[config.mk]
export PLATFORM = sky130hd
export DESIGN_NAME = lsq_store_forward
export DESIGN_NICKNAME = d
export VERILOG_FILES = /design/src/verilog/lsq_pkg.sv /design/src/verilog/lsq_store_forward.sv
export SDC_FILE = /design/constraint.sdc
export NUM_CORES = 1
export LEC_CHECK = 0
export BUFFER_PORTS_ARGS = -buffer_cell sky130_fd_sc_hd__buf_2
export CAP_MARGIN = 20
export CORE_AREA = 3 3 517 519
export DETAILED_ROUTE_END_ITERATION = 10
export DIE_AREA = 0 0 520 522
export GPL_TIMING_DRIVEN = 1
export SETUP_SLACK_MARGIN = 0.3
export SLEW_MARGIN = 10
export SYNTH_ARGS = -nofsm -noshare
export SYNTH_HDL_FRONTEND = slang
export SYNTH_SLANG_ARGS = --single-unit
[constraint.sdc]
create_clock -name vclk -period 18.03
set_clock_uncertainty 0.2 [all_clocks]
set_input_delay 1.803 -clock vclk [all_inputs]
set_output_delay 1.803 -clock vclk [all_outputs]
set_load 0.005 [all_outputs]
[src/verilog/lsq_pkg.sv]
// Shared sizes, command and state encodings and the entry layout of the load/store queue
// Every block refers to these through scoped names

package lsq_pkg;

	// ========================================================================
	// Sizes
	// ========================================================================

	// Default queue depth, overridden through the module parameters
	localparam int LSQ_ENTRIES = 8;
	// Default number of ROB ids that can own a queue entry
	localparam int ROB_ENTRIES = 16;
	localparam int ADDR_W = 32;
	localparam int DATA_W = 64;
	// Age stamp width; stamps wrap and are compared as a signed difference
	localparam int SEQ_W = 8;

	// ========================================================================
	// Encodings
	// ========================================================================

	// One command is presented per clock, LSQ_NOP means the cycle is idle
	typedef enum logic [2:0] {
		LSQ_NOP,
		LSQ_ENQ,
		LSQ_SETADR,
		LSQ_INCADR,
		LSQ_SETRES,
		LSQ_INV
	} lsq_op_t;

	// ST_SPLIT marks an access that was moved on to the next cache line
	// ST_FWD marks a load that picked up data from a committing store
	typedef enum logic [1:0] {
		ST_IDLE,
		ST_SPLIT,
		ST_FWD
	} lsq_state_t;

	// Access size, forwarding only happens between equal sizes
	typedef enum logic [1:0] {
		SZ_BYTE,
		SZ_WYDE,
		SZ_TETRA,
		SZ_OCTA
	} mem_size_t;

	// One queue entry
	typedef struct packed {
		logic v;
		logic load;
		logic store;
		// Address generation done, padr holds the translated address
		logic agen;
		logic datav;
		// Set when a load is cancelled, so the data it already fetched stays usable
		logic loadv;
		logic [$clog2(ROB_ENTRIES)-1:0] rob_id;
		logic [SEQ_W-1:0] seq;
		mem_size_t size;
		lsq_state_t state;
		logic [ADDR_W-1:0] vadr;
		logic [ADDR_W-1:0] padr;
		// Byte offset within the line and the bytes left up to the line end
		logic [6:0] shift;
		logic [6:0] shift2;
		logic [DATA_W-1:0] res;
	} lsq_entry_t;

endpackage

[src/verilog/lsq_store_forward.sv]
// Finds the loads that a given store should feed when it retires
// Pure combinational search over the whole queue, gated by the entry array

`timescale 1ns/1ps

module lsq_store_forward #(
	parameter int LSQ_ENTRIES = lsq_pkg::LSQ_ENTRIES
) (
	input lsq_pkg::lsq_entry_t entries [LSQ_ENTRIES],
	input logic [$clog2(LSQ_ENTRIES)-1:0] store_ndx,
	output logic [LSQ_ENTRIES-1:0] fwd_mask
);

	localparam int SEQ_W = lsq_pkg::SEQ_W;

	lsq_pkg::lsq_entry_t st;
	// Valid stores to the same size and address as the selected store
	logic [LSQ_ENTRIES-1:0] alias_store;
	// Valid loads younger than the store with the same size and address
	logic [LSQ_ENTRIES-1:0] cand_load;
	// A closer store sits between the selected store and the load
	logic [LSQ_ENTRIES-1:0] shadowed;

	// Age test on wrapping stamps
	// Stamps in flight are never more than half the range apart
	function automatic logic younger(
		input logic [SEQ_W-1:0] a,
		input logic [SEQ_W-1:0] b
	);
		logic [SEQ_W-1:0] d;
		d = a - b;
		return (d != '0) && !d[SEQ_W-1];
	endfunction

	assign st = entries[store_ndx];

	// ========================================================================
	// Matching
	// ========================================================================

	always_comb begin
		for (int i = 0; i < LSQ_ENTRIES; i++) begin
			alias_store[i] = entries[i].v && entries[i].store &&
				(entries[i].size == st.size) && (entries[i].padr == st.padr);
			cand_load[i] = entries[i].v && entries[i].load &&
				younger(entries[i].seq, st.seq) &&
				(entries[i].size == st.size) && (entries[i].padr == st.padr);
		end
	end

	// For each load, look for an aliasing store between it and the selected
	// store; that store would be the one to feed it instead
	always_comb begin
		for (int l = 0; l < LSQ_ENTRIES; l++) begin
			shadowed[l] = 1'b0;
			for (int s = 0; s < LSQ_ENTRIES; s++) begin
				if (alias_store[s] && (s != int'(store_ndx)) &&
					younger(entries[s].seq, st.seq) &&
					younger(entries[l].seq, entries[s].seq)) begin
					shadowed[l] = 1'b1;
				end
			end
		end
	end

	// Commit and the store flag are checked by the entry array
	assign fwd_mask = cand_load & ~shadowed;

endmodule

==> insert_results.sql <==
INSERT INTO impl_metrics (metric_group, metric, value, unit) VALUES
('floorplan', 'fp.dieW', '520', 'um'),
('logic_synthesis', 'mappedNetlistArea', '24620', 'um^2'),
('logic_synthesis', 'synth_mux_area_share', '6.987', '%'),
('logic_synthesis', 'synth_cells', '3231', ''),
('logic_synthesis', 'synth_simple_gate_area_share', '22.07', '%'),
('logic_synthesis', 'ys.warnings.count', '0', ''),
('sta', 'worst_pin_slew', '1.214', 'ns'),
('worst_hold_path', 'hold_path.startpoint', 'entries[654]', ''),
('logic_synthesis', 'synth_compound_gate_area_share', '22.84', '%'),
('sta', 'finalWorstSetupSlack', '7.553', 'ns'),
('grt', 'grt.overflow.total', '0', ''),
('power_and_ir_drop', 'pwr-share-seq', '0', '%'),
('worst_hold_path', 'hold_path_depth', '6', ''),
('sta', 'final.setup.tns', '0', 'ns'),
('floorplan', 'io-pin-count', '1323', ''),
('sta', 'setup_violations', '0', ''),
('finish', 'final.fill_count', '30700', ''),
('floorplan', 'start_util', '9.380', '%'),
('logic_synthesis', 'dominant_combinational_cell_family_by_area_after_synthesis', 'adder cells', ''),
('place', 'pre_cts_ws', '7.811', 'ns'),
('setup_path', 'critical_path.startpoint', 'store_ndx[1]', ''),
('power_and_ir_drop', 'internal_power', '396.9', 'uW'),
('sta', 'layout_worst_path_cycle_share', '58.11', '%'),
('clock_tree', 'cts-hold-fix-buffers', '0', ''),
('sta', 'finalHoldWorstSlack', '4.056', 'ns'),
('detailed_routing', 'drt-pass1-iter-count', '8', ''),
('power_and_ir_drop', 'power_per_cell_area', '35.26', 'nW/um^2'),
('logic_synthesis', 'post_synth_net_total', '5030', ''),
('clock_tree', 'cts_setup_buffers', '0', ''),
('power_and_ir_drop', 'logic_gate_share_of_total_power', '100.0', '%'),
('sta', 'maxSlewHeadroom', '18.34', '%'),
('logic_synthesis', 'postSynthAreaPerCell', '7.621', 'um^2'),
('detailed_routing', 'drt.antenna.violating_nets', '0', ''),
('setup_path', 'start_kind', 'primary input', ''),
('grt', 'antenna_found_initial', '159', ''),
('detailed_routing', 'detail_route.drc_violations', '0', ''),
('detailed_routing', 'routed-via-count', '28750', ''),
('grt', 'first_global_vias', '25900', ''),
('detailed_routing', 'routed_via_density', '4.045', ''),
('status', 'status', 'finished, final reports clean', ''),
('detailed_routing', 'drt_iter0_drc', '3460', ''),
('grt', 'globalRouteTotalUtil', '11.74', '%'),
('finish', 'final_cell_count_no_fill', '7107', ''),
('floorplan', 'dieArea', '271400', 'um^2'),
('clock_tree', 'cts_resized', '0', ''),
('setup_path', 'crit_path_cell_trace', 'clkbuf_8, buf_4, buf_4, or3b_1, o22ai_2, a211o_1, xor2_1, nand4_1, nor4b_1, nand4_1, nor3_1, a211oi_1, and3_1, buf_2', ''),
('finish', 'multi_input_area', '23470', 'um^2'),
('setup_path', 'critPathCaptureType', 'primary output', ''),
('grt', 'grt_max_degree', '66', ''),
('finish', 'post_route_cells_drive_above_1_share', '14.79', '%'),
('sta', 'shortest_period_the_worst_path_allows', '10.48', 'ns'),
('floorplan', 'chipHeight', '522', 'um'),
('place', 'port_buffers', '371', ''),
('sta', 'final-max-slew-violation-count', '0', ''),
('logic_synthesis', 'ys_seq_area_share', '0', '%'),
('power_and_ir_drop', 'power.clock.fraction', '0', '%'),
('place', 'place.detailed.instances', '7065', ''),
('floorplan', 'core_area', '262500', 'um^2'),
('power_and_ir_drop', 'swShare', '63.55', '%'),
('finish', 'flip_flop_and_latch_area', '0', 'um^2'),
('finish', 'clockBufferCount', '0', ''),
('logic_synthesis', 'yosys.area_share.xor_xnor', '17.68', '%'),
('place', 'gp_routability_congestion', '1.032', ''),
('worst_hold_path', 'timing.hold.worst_endpoint', 'fwd_mask[4]', ''),
('flow_run', 'timing.max_cap.violations', '0', ''),
('finish', 'n_sequential_cell', '0', ''),
('logic_synthesis', 'share_of_synthesized_cell_area_in_full_adder_half_adder_and_majority_cells', '25.69', '%'),
('detailed_routing', 'postRouteWirelength', '169200', 'um'),
('power_and_ir_drop', 'power.net_switching', '691.9', 'uW'),
('sta', 'hold_viol', '0', ''),
('place', 'dp.final_hpwl', '138800', 'um');
[Yosys cell counts (93+ instances only)]
master      n  area [um^2]
a21oi_1   168        840.8
ha_1      448         5605
inv_1     168        630.6
mux2i_1   110         1101
nand2_1   156        585.6
nand2b_1   93        581.8
nand4_1    97        606.8
nor2_1    179        671.9
nor3_1    112        560.5
o21ai_0   169        845.8
xnor2_1   191         1673
xor2_1    306         2680
[per-stage QoR]
| step | cell area, um^2 | util, % | power (mW) |
|---|---|---|---|
| 3_3_place_gp | 30780 | 11.72 | 1.045 |
| 5_1_grt | 30830 | 11.74 | 1.160 |
| 6_report | 30880 | 11.76 | 1.089 |
| 4_1_cts | 30780 | 11.72 | 1.053 |
| 3_5_place_dp | 30780 | 11.72 | 1.047 |
| 2_1_floorplan | 24620 | - | 0.6830 |
[worst max-delay path by stage]
stage / end / slack (ns)
floorplan: fwd_mask[0] / 9.40
global placement: fwd_mask[7] / 7.82
detailed placement: fwd_mask[7] / 7.81
CTS: fwd_mask[7] / 7.82
global route: fwd_mask[3] / 7.48
finish: fwd_mask[7] / 7.55
[layout by cell type, fill, tap and decap left out, drive strengths merged, types with 55 or more instances in the layout]
cell,instances
a21o,55
a21oi,169
buf,424
ha,448
inv,168
mux2i,110
nand2,157
nand2b,93
nand3,85
nand4,97
nor2,179
nor2b,85
nor3,112
o21ai,173
xnor2,191
xor2,306
[kinds of logic after synthesis]
| group | count (synthesis) |
|---|---|
| adder cells (fa/ha/maj) | 484 |
| AND/OR/NAND/NOR | 1011 |
| buffers and inverters | 275 |
| AO/OA/AOI/OAI | 813 |
| XOR/XNOR | 497 |
| multiplexers | 151 |
[layout make-up]
| class | count | share of cell area (%) |
|---|---|---|
| well taps | 3515 | 14.24 |
| inverters | 169 | 2.054 |
| repair buffers | 425 | 7.354 |
| multi-input cells | 2956 | 76.01 |
| diodes | 42 | 0.3403 |
[power groups by stage]
stage	Clock, mW	Sequential, mW	Combinational (mW)
after floorplan	0	0	0.683
after global placement	0	0	1.04
after detailed placement	0	0	1.05
after CTS	0	0	1.05
after global routing	0.000000136	0	1.16
final	0.000000104	0	1.09
[per-layer routing]
layer	GRT usage, %	part of all wire, %
met4	6.938	7.8
met1	14.08	38
met5	0	0.36
met3	5.396	14
met2	17.02	40
[worst max-delay path, delay by kind of cell]
kind | cells | cell delay, ns
XOR/XNOR | 1 | 0.32
AO/OA/AOI/OAI | 3 | 1.05
buffers and inverters | 4 | 2.14
AND/OR/NAND/NOR | 6 | 3.04
(Power assumes the default switching activity.)
