===== src/verilog/lsq_pkg.sv =====
// Shared sizes, command and state encodings and the entry layout of the load/store queue
// Every block refers to these through scoped names

package lsq_pkg;

	// ========================================================================
	// Sizes
	// ========================================================================

	// Default queue depth, overridden through the module parameters
	localparam int LSQ_ENTRIES = 8;
	// Default number of ROB ids that can own a queue entry
	localparam int ROB_ENTRIES = 16;
	localparam int ADDR_W = 32;
	localparam int DATA_W = 64;
	// Age stamp width; stamps wrap and are compared as a signed difference
	localparam int SEQ_W = 8;

	// ========================================================================
	// Encodings
	// ========================================================================

	// One command is presented per clock, LSQ_NOP means the cycle is idle
	typedef enum logic [2:0] {
		LSQ_NOP,
		LSQ_ENQ,
		LSQ_SETADR,
		LSQ_INCADR,
		LSQ_SETRES,
		LSQ_INV
	} lsq_op_t;

	// ST_SPLIT marks an access that was moved on to the next cache line
	// ST_FWD marks a load that picked up data from a committing store
	typedef enum logic [1:0] {
		ST_IDLE,
		ST_SPLIT,
		ST_FWD
	} lsq_state_t;

	// Access size, forwarding only happens between equal sizes
	typedef enum logic [1:0] {
		SZ_BYTE,
		SZ_WYDE,
		SZ_TETRA,
		SZ_OCTA
	} mem_size_t;

	// One queue entry
	typedef struct packed {
		logic v;
		logic load;
		logic store;
		// Address generation done, padr holds the translated address
		logic agen;
		logic datav;
		// Set when a load is cancelled, so the data it already fetched stays usable
		logic loadv;
		logic [$clog2(ROB_ENTRIES)-1:0] rob_id;
		logic [SEQ_W-1:0] seq;
		mem_size_t size;
		lsq_state_t state;
		logic [ADDR_W-1:0] vadr;
		logic [ADDR_W-1:0] padr;
		// Byte offset within the line and the bytes left up to the line end
		logic [6:0] shift;
		logic [6:0] shift2;
		logic [DATA_W-1:0] res;
	} lsq_entry_t;

endpackage


===== src/verilog/lsq_cmd_if.sv =====
// Carries one decoded queue command from the top level to the map and the entry array
// The top level drives it, the queue blocks only read it

`timescale 1ns/1ps

interface lsq_cmd_if #(
	parameter int ROB_ENTRIES = lsq_pkg::ROB_ENTRIES
);

	// Valid for the single cycle in which op is not LSQ_NOP
	lsq_pkg::lsq_op_t op;
	logic [$clog2(ROB_ENTRIES)-1:0] rob_id;
	logic is_load;
	logic is_store;
	lsq_pkg::mem_size_t size;
	// Address for enqueue and set address, payload for set result and invalidate
	logic [lsq_pkg::DATA_W-1:0] data;
	// On invalidate, high when the instruction retires instead of being cancelled
	logic commit;

	modport cmd_src (
		output op,
		output rob_id,
		output is_load,
		output is_store,
		output size,
		output data,
		output commit
	);

	modport cmd_dst (
		input op,
		input rob_id,
		input is_load,
		input is_store,
		input size,
		input data,
		input commit
	);

endinterface


===== src/verilog/lsq_rob_map.sv =====
// Remembers which queue slot each ROB id was given at enqueue
// Looks the slot up for the current command and, on a second port, for the query

`timescale 1ns/1ps

module lsq_rob_map #(
	parameter int LSQ_ENTRIES = lsq_pkg::LSQ_ENTRIES,
	parameter int ROB_ENTRIES = lsq_pkg::ROB_ENTRIES
) (
	input logic clk,
	input logic rst,
	lsq_cmd_if.cmd_dst cmd,
	input logic [$clog2(LSQ_ENTRIES)-1:0] tail,
	output logic [$clog2(LSQ_ENTRIES)-1:0] ndx,
	input logic [$clog2(ROB_ENTRIES)-1:0] query_id,
	output logic [$clog2(LSQ_ENTRIES)-1:0] query_ndx
);

	localparam int NDX_W = $clog2(LSQ_ENTRIES);

	// One slot number per ROB id
	logic [NDX_W-1:0] map [ROB_ENTRIES];

	// The slot being filled is the tail at the moment of enqueue
	always_ff @(posedge clk) begin
		if (rst) begin
			for (int i = 0; i < ROB_ENTRIES; i++) begin
				map[i] <= '0;
			end
		end
		else if (cmd.op == lsq_pkg::LSQ_ENQ) begin
			map[cmd.rob_id] <= tail;
		end
	end

	// Later commands name their entry by ROB id only
	// This read replaces an associative search of the queue
	assign ndx = map[cmd.rob_id];

	// Second read port for the status outputs
	assign query_ndx = map[query_id];

endmodule


===== src/flat_wrapper.sv =====
// flat-port wrapper written by rule: the top's interface ports become plain ports
module lsq_rob_map_flat 
#(
	parameter int LSQ_ENTRIES = lsq_pkg::LSQ_ENTRIES,
	parameter int ROB_ENTRIES = lsq_pkg::ROB_ENTRIES
)
  (clk, rst, tail, ndx, query_id, query_ndx, cmd_op, cmd_rob_id, cmd_is_load, cmd_is_store, cmd_size, cmd_data, cmd_commit);
  lsq_cmd_if #(.ROB_ENTRIES(ROB_ENTRIES)) cmd_i ();
  input logic clk;
  input logic rst;
  input logic [$clog2(LSQ_ENTRIES)-1:0] tail;
  output logic [$clog2(LSQ_ENTRIES)-1:0] ndx;
  input logic [$clog2(ROB_ENTRIES)-1:0] query_id;
  output logic [$clog2(LSQ_ENTRIES)-1:0] query_ndx;
  input wire logic [$bits(cmd_i.op)-1:0] cmd_op;
  input wire logic [$bits(cmd_i.rob_id)-1:0] cmd_rob_id;
  input wire logic [$bits(cmd_i.is_load)-1:0] cmd_is_load;
  input wire logic [$bits(cmd_i.is_store)-1:0] cmd_is_store;
  input wire logic [$bits(cmd_i.size)-1:0] cmd_size;
  input wire logic [$bits(cmd_i.data)-1:0] cmd_data;
  input wire logic [$bits(cmd_i.commit)-1:0] cmd_commit;
  assign cmd_i.op = cmd_op;
  assign cmd_i.rob_id = cmd_rob_id;
  assign cmd_i.is_load = cmd_is_load;
  assign cmd_i.is_store = cmd_is_store;
  assign cmd_i.size = cmd_size;
  assign cmd_i.data = cmd_data;
  assign cmd_i.commit = cmd_commit;
  lsq_rob_map #(.LSQ_ENTRIES(LSQ_ENTRIES), .ROB_ENTRIES(ROB_ENTRIES)) u_core (.clk(clk), .rst(rst), .cmd(cmd_i), .tail(tail), .ndx(ndx), .query_id(query_id), .query_ndx(query_ndx));
endmodule

===== config.mk =====
export PLATFORM = sky130hd
export DESIGN_NAME = lsq_rob_map_flat
export DESIGN_NICKNAME = d
export VERILOG_FILES = /design/src/verilog/lsq_pkg.sv /design/src/verilog/lsq_cmd_if.sv /design/src/verilog/lsq_rob_map.sv /design/src/flat_wrapper.sv
export SDC_FILE = /design/constraint.sdc
export NUM_CORES = 1
export LEC_CHECK = 0
export BUFFER_PORTS_ARGS = -buffer_cell sky130_fd_sc_hd__buf_2
export CAP_MARGIN = 20
export CORE_MARGIN = 4
export CORE_UTILIZATION = 54
export DETAILED_ROUTE_END_ITERATION = 12
export GPL_TIMING_DRIVEN = 0
export PLACE_DENSITY = 0.85
export SYNTH_ARGS = -nofsm -noshare
export SYNTH_HDL_FRONTEND = slang
export SYNTH_SLANG_ARGS = --single-unit

===== constraint.sdc =====
create_clock -name clk -period 3.2 [get_ports clk]
set_input_delay 0.64 -clock clk [delete_from_list [all_inputs] [get_ports clk]]
set_output_delay 0.64 -clock clk [all_outputs]
set_load 0.05 [all_outputs]

==> impl_summary.txt <==
----------------------------------------------------
[Clocking]
  Clock tree buffer depth ... 2
  Clock root buffer ... clkbuf_8
  H-tree levels ... 2
  Number of buffers created by CTS ... 5
  Clock tree from TritonCTS ... built
  Clock-pin slew on the worst setup and hold paths ... approximately 0.08 ns
  Number of clock sinks seen by CTS ... between 40 and 50
  # resized after CTS ... 0
  CTS Hold Bufs ... 0
  Post-CTS setup-driven buffer insertion count ... 0

[Logic synthesis]
  Avg Cell Area, Syn ... about 13 um^2
  Top-area cell type share of the netlist area ... between 50 and 60%
  Net count after synthesis ... between 200 and 300
  Most used standard cell by instance count after synthesis ... nor2_1
  Synth Flop Type ... edfxtp_1
  Fraction of synthesis flops using an asynchronous set or reset pin ... 0%
  Ranking of synthesized cells by instance count ... nor2_1, edfxtp_1, mux4_2
  Top post-synthesis cells by area ... edfxtp_1, mux4_2, nor2_1, o21bai_1, nand2_1
  Count of cell types in the netlist ... 18
  Sequential area share after synthesis ... a little over half
  Total of warnings raised by yosys ... 0
  Total standard cell area after synthesis ... 0.00262 mm^2
  Cell taking the most area after synthesis ... edfxtp_1
  Synthesis-stage register bit count ... 48
  Gate Count Post-Synth ... roughly 200
  Number of enable-type register cells in the synthesized netlist ... 48

[Route]
  Final wirelength ... a little over 6000 um
  Routed via count ... roughly 1800
  Antenna viol nets, final ... 0
  First-pass iteration count of the detailed router ... 5
  Number of remaining DRC errors ... 0
  Via/cell ratio ... roughly 6.2
  Drt initial violations ... ~210
  WL/cell ... slightly above 20 um

[Final layout]
  Share of post-route cells with drive strength above 1 ... around 26%
  Antenna fix cells ... 0
  Flip-flop count of the largest register after layout ... between 40 and 50
  Layout overhead on the synthesized area ... 10.1%
  Top register by number of flip-flops ... u_core.map
  Nets ... roughly 310
  Design area ... just under 0.003 mm^2
  Largest registers ... u_core.map: 48 flops

[Timing]
  Transition time at the pin with the least slew margin ... 0.685 ns
  Number of setup violations in the final report ... 0
  RSZ-0062 raised after global routing ... false
  Peak Freq ... approximately 340 MHz
  Final setup margin ... between 0.2 and 0.25 ns
  Final worst path period need ... between 2 and 3 ns
  Final critical-path share of the clock period ... 92.7%
  Summed negative setup slack over all endpoints ... 0 ns
  Remaining max-slew budget at the tightest pin ... between 50% and 60%
  Final Slew Violations ... 0
  Final-report hold violation count ... 0

[Global routing]
  Via count of the first global-routing pass ... about 1900
  Maximum number of pins on one net before global-route repair ... 14
  Antenna violations before repair ... 0
  Remaining global-route overflow ... 0
  GRT Util Overall ... 22.5%
  Wire length of the first global-routing pass ... slightly below 10000 um

[Place]
  Input/output buffers ... 20
  Estimated wirelength of the detail-placed design ... around 4500 um
  Routability cong. ... 0.922
  Placement-stage worst setup slack ... 0.243 ns
  Placed standard-cell area ... 0.00281 mm^2

[Floorplanning]
  Top Ports ... 91
  Die Ht ... slightly below 80 um
  Overall die width ... 77.7 um
  Core area ... around 0.0047 mm^2
  Starting utilization of the core area ... around 55%
  Core Rows ... 25
  Die area ... approximately 0.006 mm^2

[Power]
  Maximum vdd drop ... approximately 0.24 mV
  Leakage power ... a little over 0.0009 uW
  Pwr dens ... between 400 and 500 mW/mm^2

[Setup path]
  CP required ... around 2.6 ns
  Most used cell, CP ... buf_2
  Critical path class ... in -> out
  Arrival @ worst endpoint ... approximately 2.3 ns
  Startpoint kind of the worst setup timing path ... primary input
  Slowest Stage Delay on Critical Path ... ~0.55 ns
  Endpoint type of the worst setup path ... output pin
  Cells along the critical path ... buf_2 -> buf_2 -> mux4_2 -> a22oi_1 -> nand2_1 -> buf_2
  Slowest stage cell on the critical path ... mux4_2
  CP max FO ... 10

[Outcome]
  Result of the run ... complete, no violations

[Run]
  MaxCap Viol Count ... 0

[Worst hold path]
  Worst min-delay path category ... in -> reg

----------------------------------------------------
==> metrics by stage <==
| step | cells | hold slack, ns | utilization (%) | power, uW |
|---|---|---|---|---|
| floorplan | 197 | 0.897 | - | 900 |
| global placement | 284 | 1.10 | 59.4 | 958 |
| detailed placement | 284 | 1.10 | 59.4 | 967 |
| CTS | 292 | 0.795 | 61.1 | 1290 |
| global route | 292 | 0.819 | 61.1 | 1340 |
| finish | 292 | 0.810 | 61.1 | 1290 |
==> final cells by class <==
class                      instances  area [um^2]
buffer                            12         60.1
clock buffer                       7         76.3
clock inverter                     1         3.75
fill                             375         1840
multi-input combinational        137         1120
sequential                        48         1440
tap                               67         83.8
timing repair buffer              20          100
==> cells in the final DEF (no fill, tap or decap) <==
master,count
mux4_2,24
o21bai_1,16
nand2_1,19
nand3_1,7
buf_1,1
clkbuf_1,6
clkinv_1,1
nand3b_1,2
buf_2,26
nor4b_4,1
or3b_1,1
edfxtp_1,48
buf_6,1
and2_0,1
nor2_1,50
or2_2,1
clkbuf_8,5
nor2b_1,4
a22oi_1,9
nand2b_1,2
==> cells by family (layout without fill, tap and decap cells) <==
family,Yosys count,count (layout),share of synthesized area [%]
and+or+nand+nor,88,88,14.9
buffers and inverters,12,40,2.29
AOI/OAI and AO/OA,25,25,7.16
muxes,24,24,20.6
DFF,48,48,55.0
==> report_power, final <==
group | total (uW) | switching [uW] | internal, uW
Clock | 335 | 183 | 152
Sequential | 739 | 15.8 | 723
Combinational | 215 | 130 | 85.3
==> worst max-delay path, delay by kind of cell <==
family	cells	cell delay [ns]
buffers and inverters	3	0.80
AOI/OAI and AO/OA	1	0.23
muxes	1	0.55
and+or+nand+nor	1	0.11
==> path summary, 6_finish.rpt <==
kind     startpoint                end  slack [ns]  cells past startpoint
max   cmd_rob_id[0]             ndx[1]        0.23                      6
min         tail[1]  u_core.map[11][1]        0.81                      3
==> per-layer routing <==
layer	global-route usage (%)	wire (um)	up-vias
met5	0	0	-
met1	28.4	2270	861
met4	9.61	197	0
met3	4.29	615	20
met2	37.8	2980	113
li1	-	-	808
Power figures use the tool's default switching activity.
