`src/verilog/lsq_pkg.sv`:
```
// Shared sizes, command and state encodings and the entry layout of the load/store queue
// Every block refers to these through scoped names

package lsq_pkg;

	// ========================================================================
	// Sizes
	// ========================================================================

	// Default queue depth, overridden through the module parameters
	localparam int LSQ_ENTRIES = 8;
	// Default number of ROB ids that can own a queue entry
	localparam int ROB_ENTRIES = 16;
	localparam int ADDR_W = 32;
	localparam int DATA_W = 64;
	// Age stamp width; stamps wrap and are compared as a signed difference
	localparam int SEQ_W = 8;

	// ========================================================================
	// Encodings
	// ========================================================================

	// One command is presented per clock, LSQ_NOP means the cycle is idle
	typedef enum logic [2:0] {
		LSQ_NOP,
		LSQ_ENQ,
		LSQ_SETADR,
		LSQ_INCADR,
		LSQ_SETRES,
		LSQ_INV
	} lsq_op_t;

	// ST_SPLIT marks an access that was moved on to the next cache line
	// ST_FWD marks a load that picked up data from a committing store
	typedef enum logic [1:0] {
		ST_IDLE,
		ST_SPLIT,
		ST_FWD
	} lsq_state_t;

	// Access size, forwarding only happens between equal sizes
	typedef enum logic [1:0] {
		SZ_BYTE,
		SZ_WYDE,
		SZ_TETRA,
		SZ_OCTA
	} mem_size_t;

	// One queue entry
	typedef struct packed {
		logic v;
		logic load;
		logic store;
		// Address generation done, padr holds the translated address
		logic agen;
		logic datav;
		// Set when a load is cancelled, so the data it already fetched stays usable
		logic loadv;
		logic [$clog2(ROB_ENTRIES)-1:0] rob_id;
		logic [SEQ_W-1:0] seq;
		mem_size_t size;
		lsq_state_t state;
		logic [ADDR_W-1:0] vadr;
		logic [ADDR_W-1:0] padr;
		// Byte offset within the line and the bytes left up to the line end
		logic [6:0] shift;
		logic [6:0] shift2;
		logic [DATA_W-1:0] res;
	} lsq_entry_t;

endpackage

```
`src/verilog/lsq_cmd_if.sv`:
```
// Carries one decoded queue command from the top level to the map and the entry array
// The top level drives it, the queue blocks only read it

`timescale 1ns/1ps

interface lsq_cmd_if #(
	parameter int ROB_ENTRIES = lsq_pkg::ROB_ENTRIES
);

	// Valid for the single cycle in which op is not LSQ_NOP
	lsq_pkg::lsq_op_t op;
	logic [$clog2(ROB_ENTRIES)-1:0] rob_id;
	logic is_load;
	logic is_store;
	lsq_pkg::mem_size_t size;
	// Address for enqueue and set address, payload for set result and invalidate
	logic [lsq_pkg::DATA_W-1:0] data;
	// On invalidate, high when the instruction retires instead of being cancelled
	logic commit;

	modport cmd_src (
		output op,
		output rob_id,
		output is_load,
		output is_store,
		output size,
		output data,
		output commit
	);

	modport cmd_dst (
		input op,
		input rob_id,
		input is_load,
		input is_store,
		input size,
		input data,
		input commit
	);

endinterface

```
`src/verilog/lsq_entries.sv`:
```
// The ring of load/store queue entries with its tail pointer and age counter
// Applies every command to the entry the ROB map selects, and store forwards on commit

`timescale 1ns/1ps

module lsq_entries #(
	parameter int LSQ_ENTRIES = lsq_pkg::LSQ_ENTRIES,
	parameter int ROB_ENTRIES = lsq_pkg::ROB_ENTRIES
) (
	input logic clk,
	input logic rst,
	lsq_cmd_if.cmd_dst cmd,
	input logic [$clog2(LSQ_ENTRIES)-1:0] ndx,
	input logic [LSQ_ENTRIES-1:0] fwd_mask,
	output lsq_pkg::lsq_entry_t entries [LSQ_ENTRIES],
	output logic [$clog2(LSQ_ENTRIES)-1:0] tail
);

	localparam int NDX_W = $clog2(LSQ_ENTRIES);
	localparam int ROB_W = $clog2(ROB_ENTRIES);
	localparam int ADDR_W = lsq_pkg::ADDR_W;
	localparam int SEQ_W = lsq_pkg::SEQ_W;

	// Free-running enqueue counter, its value is the age stamp of the new entry
	logic [SEQ_W-1:0] age_cnt;
	logic [NDX_W-1:0] tail_next;
	logic [ROB_W-1:0] enq_rob_id;
	lsq_pkg::lsq_entry_t enq_entry;
	// Entry addressed by the current command
	lsq_pkg::lsq_entry_t sel;
	logic [ADDR_W-1:0] cmd_adr;
	logic commit_store;

	// ========================================================================
	// Combinational helpers
	// ========================================================================

	// The ring need not be a power of two, so wrap explicitly
	assign tail_next = (tail == NDX_W'(LSQ_ENTRIES - 1)) ? '0 : tail + 1'b1;

	assign enq_rob_id = cmd.rob_id;
	assign sel = entries[ndx];
	assign cmd_adr = cmd.data[ADDR_W-1:0];

	// The forward search runs on every cycle, its mask only counts when a
	// store retires
	assign commit_store = (cmd.op == lsq_pkg::LSQ_INV) && cmd.commit && sel.store;

	// Fresh entry for enqueue
	// Data fields start cleared until address generation and execute fill them
	always_comb begin
		enq_entry = '0;
		enq_entry.v = 1'b1;
		enq_entry.load = cmd.is_load;
		enq_entry.store = cmd.is_store;
		enq_entry.agen = 1'b0;
		enq_entry.rob_id = enq_rob_id;
		enq_entry.seq = age_cnt;
		enq_entry.size = cmd.size;
		enq_entry.state = lsq_pkg::ST_IDLE;
		enq_entry.vadr = cmd_adr;
		enq_entry.res = '0;
	end

	// ========================================================================
	// Queue state
	// ========================================================================

	always_ff @(posedge clk) begin
		if (rst) begin
			tail <= '0;
			age_cnt <= '0;
			for (int i = 0; i < LSQ_ENTRIES; i++) begin
				entries[i] <= '0;
			end
		end
		else begin
			case (cmd.op)
				lsq_pkg::LSQ_ENQ: begin
					// Enqueue always lands on the tail, the map records the slot
					entries[tail] <= enq_entry;
					tail <= tail_next;
					age_cnt <= age_cnt + 1'b1;
				end

				lsq_pkg::LSQ_SETADR: begin
					entries[ndx].padr <= cmd_adr;
					entries[ndx].agen <= 1'b1;
					// A split access keeps the shift of its first half
					if (sel.state == lsq_pkg::ST_IDLE) begin
						entries[ndx].shift <= {1'b0, cmd_adr[5:0]};
						entries[ndx].shift2 <= 7'd64 - {1'b0, cmd_adr[5:0]};
					end
				end

				lsq_pkg::LSQ_INCADR: begin
					// Second half of a line crossing access starts at the next
					// 64 byte line and needs translating again
					entries[ndx].vadr <= {sel.vadr[ADDR_W-1:6] + 1'b1, 6'd0};
					entries[ndx].agen <= 1'b0;
					entries[ndx].state <= lsq_pkg::ST_SPLIT;
				end

				lsq_pkg::LSQ_SETRES: begin
					entries[ndx].res <= cmd.data;
					entries[ndx].datav <= 1'b1;
				end

				lsq_pkg::LSQ_INV: begin
					entries[ndx].v <= 1'b0;
					entries[ndx].load <= 1'b0;
					entries[ndx].store <= 1'b0;
					entries[ndx].agen <= 1'b0;
					entries[ndx].datav <= 1'b0;
					entries[ndx].state <= lsq_pkg::ST_IDLE;
					entries[ndx].res <= cmd.data;
					// A cancelled load keeps its data marked as usable
					entries[ndx].loadv <= !cmd.commit && sel.load;

					// Retiring store hands its old data to the loads it feeds
					// The mask never selects the store itself, so there is no
					// clash with the writes above
					if (commit_store) begin
						for (int i = 0; i < LSQ_ENTRIES; i++) begin
							if (fwd_mask[i]) begin
								entries[i].res <= sel.res;
								entries[i].state <= lsq_pkg::ST_FWD;
							end
						end
					end
				end

				default: begin
				end
			endcase
		end
	end

endmodule

```
`src/flat_wrapper.sv`:
```
// flat-port wrapper written by rule: the top's interface ports become plain ports
module lsq_entries_flat 
#(
	parameter int LSQ_ENTRIES = lsq_pkg::LSQ_ENTRIES,
	parameter int ROB_ENTRIES = lsq_pkg::ROB_ENTRIES
)
  (clk, rst, ndx, fwd_mask, entries, tail, cmd_op, cmd_rob_id, cmd_is_load, cmd_is_store, cmd_size, cmd_data, cmd_commit);
  lsq_cmd_if #(.ROB_ENTRIES(ROB_ENTRIES)) cmd_i ();
  input logic clk;
  input logic rst;
  input logic [$clog2(LSQ_ENTRIES)-1:0] ndx;
  input logic [LSQ_ENTRIES-1:0] fwd_mask;
  output lsq_pkg::lsq_entry_t entries[LSQ_ENTRIES];
  output logic [$clog2(LSQ_ENTRIES)-1:0] tail;
  input wire logic [$bits(cmd_i.op)-1:0] cmd_op;
  input wire logic [$bits(cmd_i.rob_id)-1:0] cmd_rob_id;
  input wire logic [$bits(cmd_i.is_load)-1:0] cmd_is_load;
  input wire logic [$bits(cmd_i.is_store)-1:0] cmd_is_store;
  input wire logic [$bits(cmd_i.size)-1:0] cmd_size;
  input wire logic [$bits(cmd_i.data)-1:0] cmd_data;
  input wire logic [$bits(cmd_i.commit)-1:0] cmd_commit;
  assign cmd_i.op = cmd_op;
  assign cmd_i.rob_id = cmd_rob_id;
  assign cmd_i.is_load = cmd_is_load;
  assign cmd_i.is_store = cmd_is_store;
  assign cmd_i.size = cmd_size;
  assign cmd_i.data = cmd_data;
  assign cmd_i.commit = cmd_commit;
  lsq_entries #(.LSQ_ENTRIES(LSQ_ENTRIES), .ROB_ENTRIES(ROB_ENTRIES)) u_core (.clk(clk), .rst(rst), .cmd(cmd_i), .ndx(ndx), .fwd_mask(fwd_mask), .entries(entries), .tail(tail));
endmodule
```
`config.mk`:
```
export PLATFORM = sky130hd
export DESIGN_NAME = lsq_entries_flat
export DESIGN_NICKNAME = d
export VERILOG_FILES = /design/src/verilog/lsq_pkg.sv /design/src/verilog/lsq_cmd_if.sv /design/src/verilog/lsq_entries.sv /design/src/flat_wrapper.sv
export SDC_FILE = /design/constraint.sdc
export NUM_CORES = 2
export LEC_CHECK = 0
export BUFFER_PORTS_ARGS = -buffer_cell sky130_fd_sc_hd__clkbuf_2
export CAP_MARGIN = 20
export CELL_PAD_IN_SITES_DETAIL_PLACEMENT = 0
export CELL_PAD_IN_SITES_GLOBAL_PLACEMENT = 2
export CORE_AREA = 2 2 549 551
export CTS_CLUSTER_DIAMETER = 200
export CTS_CLUSTER_SIZE = 14
export DETAILED_ROUTE_END_ITERATION = 10
export DIE_AREA = 0 0 551 553
export PLACE_DENSITY_LB_ADDON = 0.1
export RECOVER_POWER = 100
export SYNTH_ARGS = -nofsm -noshare
export SYNTH_HDL_FRONTEND = slang
export SYNTH_SLANG_ARGS = --single-unit
```
`constraint.sdc`:
```
create_clock -name clk -period 3.7 [get_ports clk]
set_input_delay 0.555 -clock clk [delete_from_list [all_inputs] [get_ports clk]]
set_output_delay 0.555 -clock clk [all_outputs]
set_load 0.05 [all_outputs]
```
==> metrics <==
Placer Congestion=0.8918; Antenna Nets Post-Route=0; RSZ-0062 raised after global routing=false; clock sink count=1323; Initial Util=0.2197; Vias=76.98k; min Tclk post-route=3679 ps; drt wl/cell=38.08 um; internal power=20840 uW; clock latency on the worst-skew pair=900 ps; pin count of the biggest net entering global routing=177; Top delay family on crit path=simple AND/OR/NAND/NOR gates; failing checks=DRC, capacitance limit, slew limit; CTS Root Cell=clkbuf_16; Final Hold Violating Endpoints=0; Worst Hold Class=input port to flop; largest buffer count on any clock path=4; vias in the first global route=71.44k; fin worst setup slack=21.26 ps; Critical path buffers and inverters=2; Max Slew Vio Count=218; final std cells w/o fill=13.54k; GRT Util Overall=0.3224; core box area=0.2988 mm2; Synth cell types=87; clk_skew=82.47 ps; Setup Viol. Count Final=0; clock share of power=0.361; DRT Wirelength=515600 um; cell mode on critical path=clkbuf_1; total die area=0.3047 mm2; grt ovf=0; post-synth top area share=0.4034; crit path kind=flop to flop; nature of the critical path startpoint=flop; Cells after DPL=13.40k; Mean Syn Cell Area=7.767 um2; Max-Cap Viols=6; Reg power frac=0.466; status=complete, but fails checks; number of DRC markers in iteration 0=10.20k; CTS tree=built; Worst path max stage delay=560 ps; syn_nets=8547; Yosys top cell by area=dfxtp_1; Power Dens Cells=396.2 mW/mm2; FFs w/ async S/R, synth=0; flops & latches, synth=1323; first-pass GRT wire length=681600 um; DIE HEIGHT=553 um; period utilization=0.9943; number of synthesized flops with an enable pin=0; die width=551 um; Top-Level Pins=1404; top_reg_cell synth=dfxtp_1; drt pass-1 iters=11; clk slew on worst S/H paths=90 ps; Layout area overhead=22.63%; WHS=124.7 ps; dpl hpwl=365500 um; DRC viols=1; Switch Pwr=11060 uW; CP Data Required Time=4500 ps; Setup crit end kind=flop; YS warnings=0; critical path arrival=4480 ps; share of cells above drive strength 1=0.08971; worst slew pin tran=1843 ps; sw frac=0.3467; Via density=5.685; initial antenna violation count=64; Max IR drop VDD=0.4299 mV; Fmax=0.2718 GHz; Slew headroom=-0.2288; CTS H-tree depth=3; Seq/Total Area, Yosys=0.4034; crit-path cells=mux4_2 > mux2i_1 > nor4_2 > and4_1 > clkbuf_1 > nand4_1 > xor2_1 > clkbuf_1 > a21oi_1 > nor3_1; Multi-input gate area=0.03561 mm2; pre-CTS setup slack=-130.1 ps; IO Port Bufs=1403; hold_sp=cmd_rob_id[0]; Rows=201; combinational share of power=0.173; filler cell count=33.16k; Register Area=0.02649 mm2; Setup TNS=0 ps; TritonCTS Buffers=108; nets=9656; Post-Syn Area=0.06565 mm2; Mapped Cells=8453; P_leak=0.02742 uW; Synth area leaders=dfxtp_1 (40%), nand2_1 (9.4%), nor2_1 (6.4%); worst-path maximum fanout=10; setup bufs post-CTS=0; CP max stage cell=dfxtp_1
synthesized netlist by cell type, types with 9 or more instances:
| master | number |
|---|---|
| nand2b_1 | 13 |
| a22oi_1 | 414 |
| mux4_2 | 29 |
| xnor2_1 | 9 |
| nand2_1 | 1638 |
| mux2_2 | 14 |
| a31oi_1 | 81 |
| and2_1 | 11 |
| mux2i_1 | 354 |
| nand3b_1 | 11 |
| nor4_1 | 17 |
| nand3_1 | 172 |
| dfxtp_1 | 1323 |
| a32oi_1 | 40 |
| nor3_1 | 184 |
| o21ai_0 | 189 |
| buf_2 | 109 |
| a211o_1 | 9 |
| a21oi_1 | 685 |
| o21ai_1 | 13 |
| a211oi_1 | 36 |
| buf_1 | 55 |
| nor2_1 | 1128 |
| clkbuf_1 | 776 |
| xor2_1 | 13 |
| o211ai_1 | 217 |
| a22o_1 | 73 |
| nor2b_1 | 19 |
| a311oi_1 | 18 |
| a221o_1 | 70 |
| buf_4 | 16 |
| a222oi_1 | 206 |
| and3_1 | 80 |
| inv_1 | 10 |
| and3b_1 | 9 |
| nand4_1 | 29 |
| a221oi_1 | 271 |
per-stage QoR:
stage          power [uW]  area [um2]  utilization
2_1_floorplan       17920       65660            -
3_3_place_gp        20730       80100       0.2681
3_5_place_dp        20760       80100       0.2681
4_1_cts             32280       82900       0.2775
5_1_grt             32770       80470       0.2693
6_report            31900       80510       0.2695
power by group through the flow:
stage / Sequential, uW / Combinational (uW) / Clock [uW]
after detailed placement: 15200 / 5580 / 0
after global routing: 14900 / 5680 / 12200
after global placement: 15200 / 5550 / 0
after CTS: 14800 / 5600 / 11800
final: 14900 / 5510 / 11500
after floorplan: 15800 / 2120 / 0
worst min-delay path, delay by kind of cell:
kind                   cells  cell delay (ps)
buffers and inverters      1              230
AO/OA/AOI/OAI              1               50
AND/OR/NAND/NOR            1              120
cells in the final DEF, fill, tap and decap left out, types with 10 or more instances in the layout:
cell / n
a211oi_1: 36
a21oi_1: 683
a221o_1: 70
a221oi_1: 271
a222oi_1: 206
a22o_1: 73
a22oi_1: 414
a311oi_1: 18
a31oi_1: 81
a32oi_1: 40
and3_1: 76
buf_12: 102
buf_2: 11
buf_4: 350
clkbuf_1: 1358
clkbuf_16: 109
clkbuf_2: 118
clkbuf_4: 14
dfxtp_1: 1323
diode_2: 19
inv_1: 10
mux2_2: 14
mux2i_1: 354
mux4_2: 29
nand2_1: 1620
nand2_4: 12
nand3_1: 167
nand3b_1: 11
nand4_1: 30
nor2_1: 1102
nor2_2: 20
nor2b_1: 16
nor3_1: 179
nor4_1: 16
o211ai_1: 217
o21ai_0: 193
xnor2_1: 10
xor2_1: 15
metal layers:
| layer | track usage | share of wire |
|---|---|---|
| met5 | 0 | 0.00023 |
| met2 | 0.5008 | 0.44 |
| met1 | 0.4201 | 0.42 |
| met4 | 0.1360 | 0.051 |
| met3 | 0.08255 | 0.092 |
logic make-up after synthesis:
family	synth area share
simple gates	0.2087
compound gates	0.2555
flops	0.4034
buf+inv	0.05967
mux	0.06708
xor+xnor	0.004669
fa+ha+maj	0.0009529
what timing repair did:
| action | in CTS | in global routing |
|---|---|---|
| hold endpoints to repair | 19 | 0 |
| gates resized for setup | 0 | 0 |
| hold buffers | 5 | 0 |
path summary, 6_finish.rpt:
path,depth (start not counted),slack [ps],endpoint
min,3,120,flop
max reg2reg,10,20,flop
max,10,20,flop
min reg2reg,2,450,u_core.entries[897]
area by class of cell:
class / instances / area share
Antenna cell: 19 / 0.0005906
Clock buffer: 109 / 0.03388
Clock inverter: 3 / 0.0003264
Inverter: 12 / 0.0005595
Multi-Input combinational cell: 6155 / 0.4423
Sequential cell: 1323 / 0.3290
Tap cell: 3958 / 0.06151
Timing Repair Buffer: 1962 / 0.1319
Power figures use the tool's default switching activity.
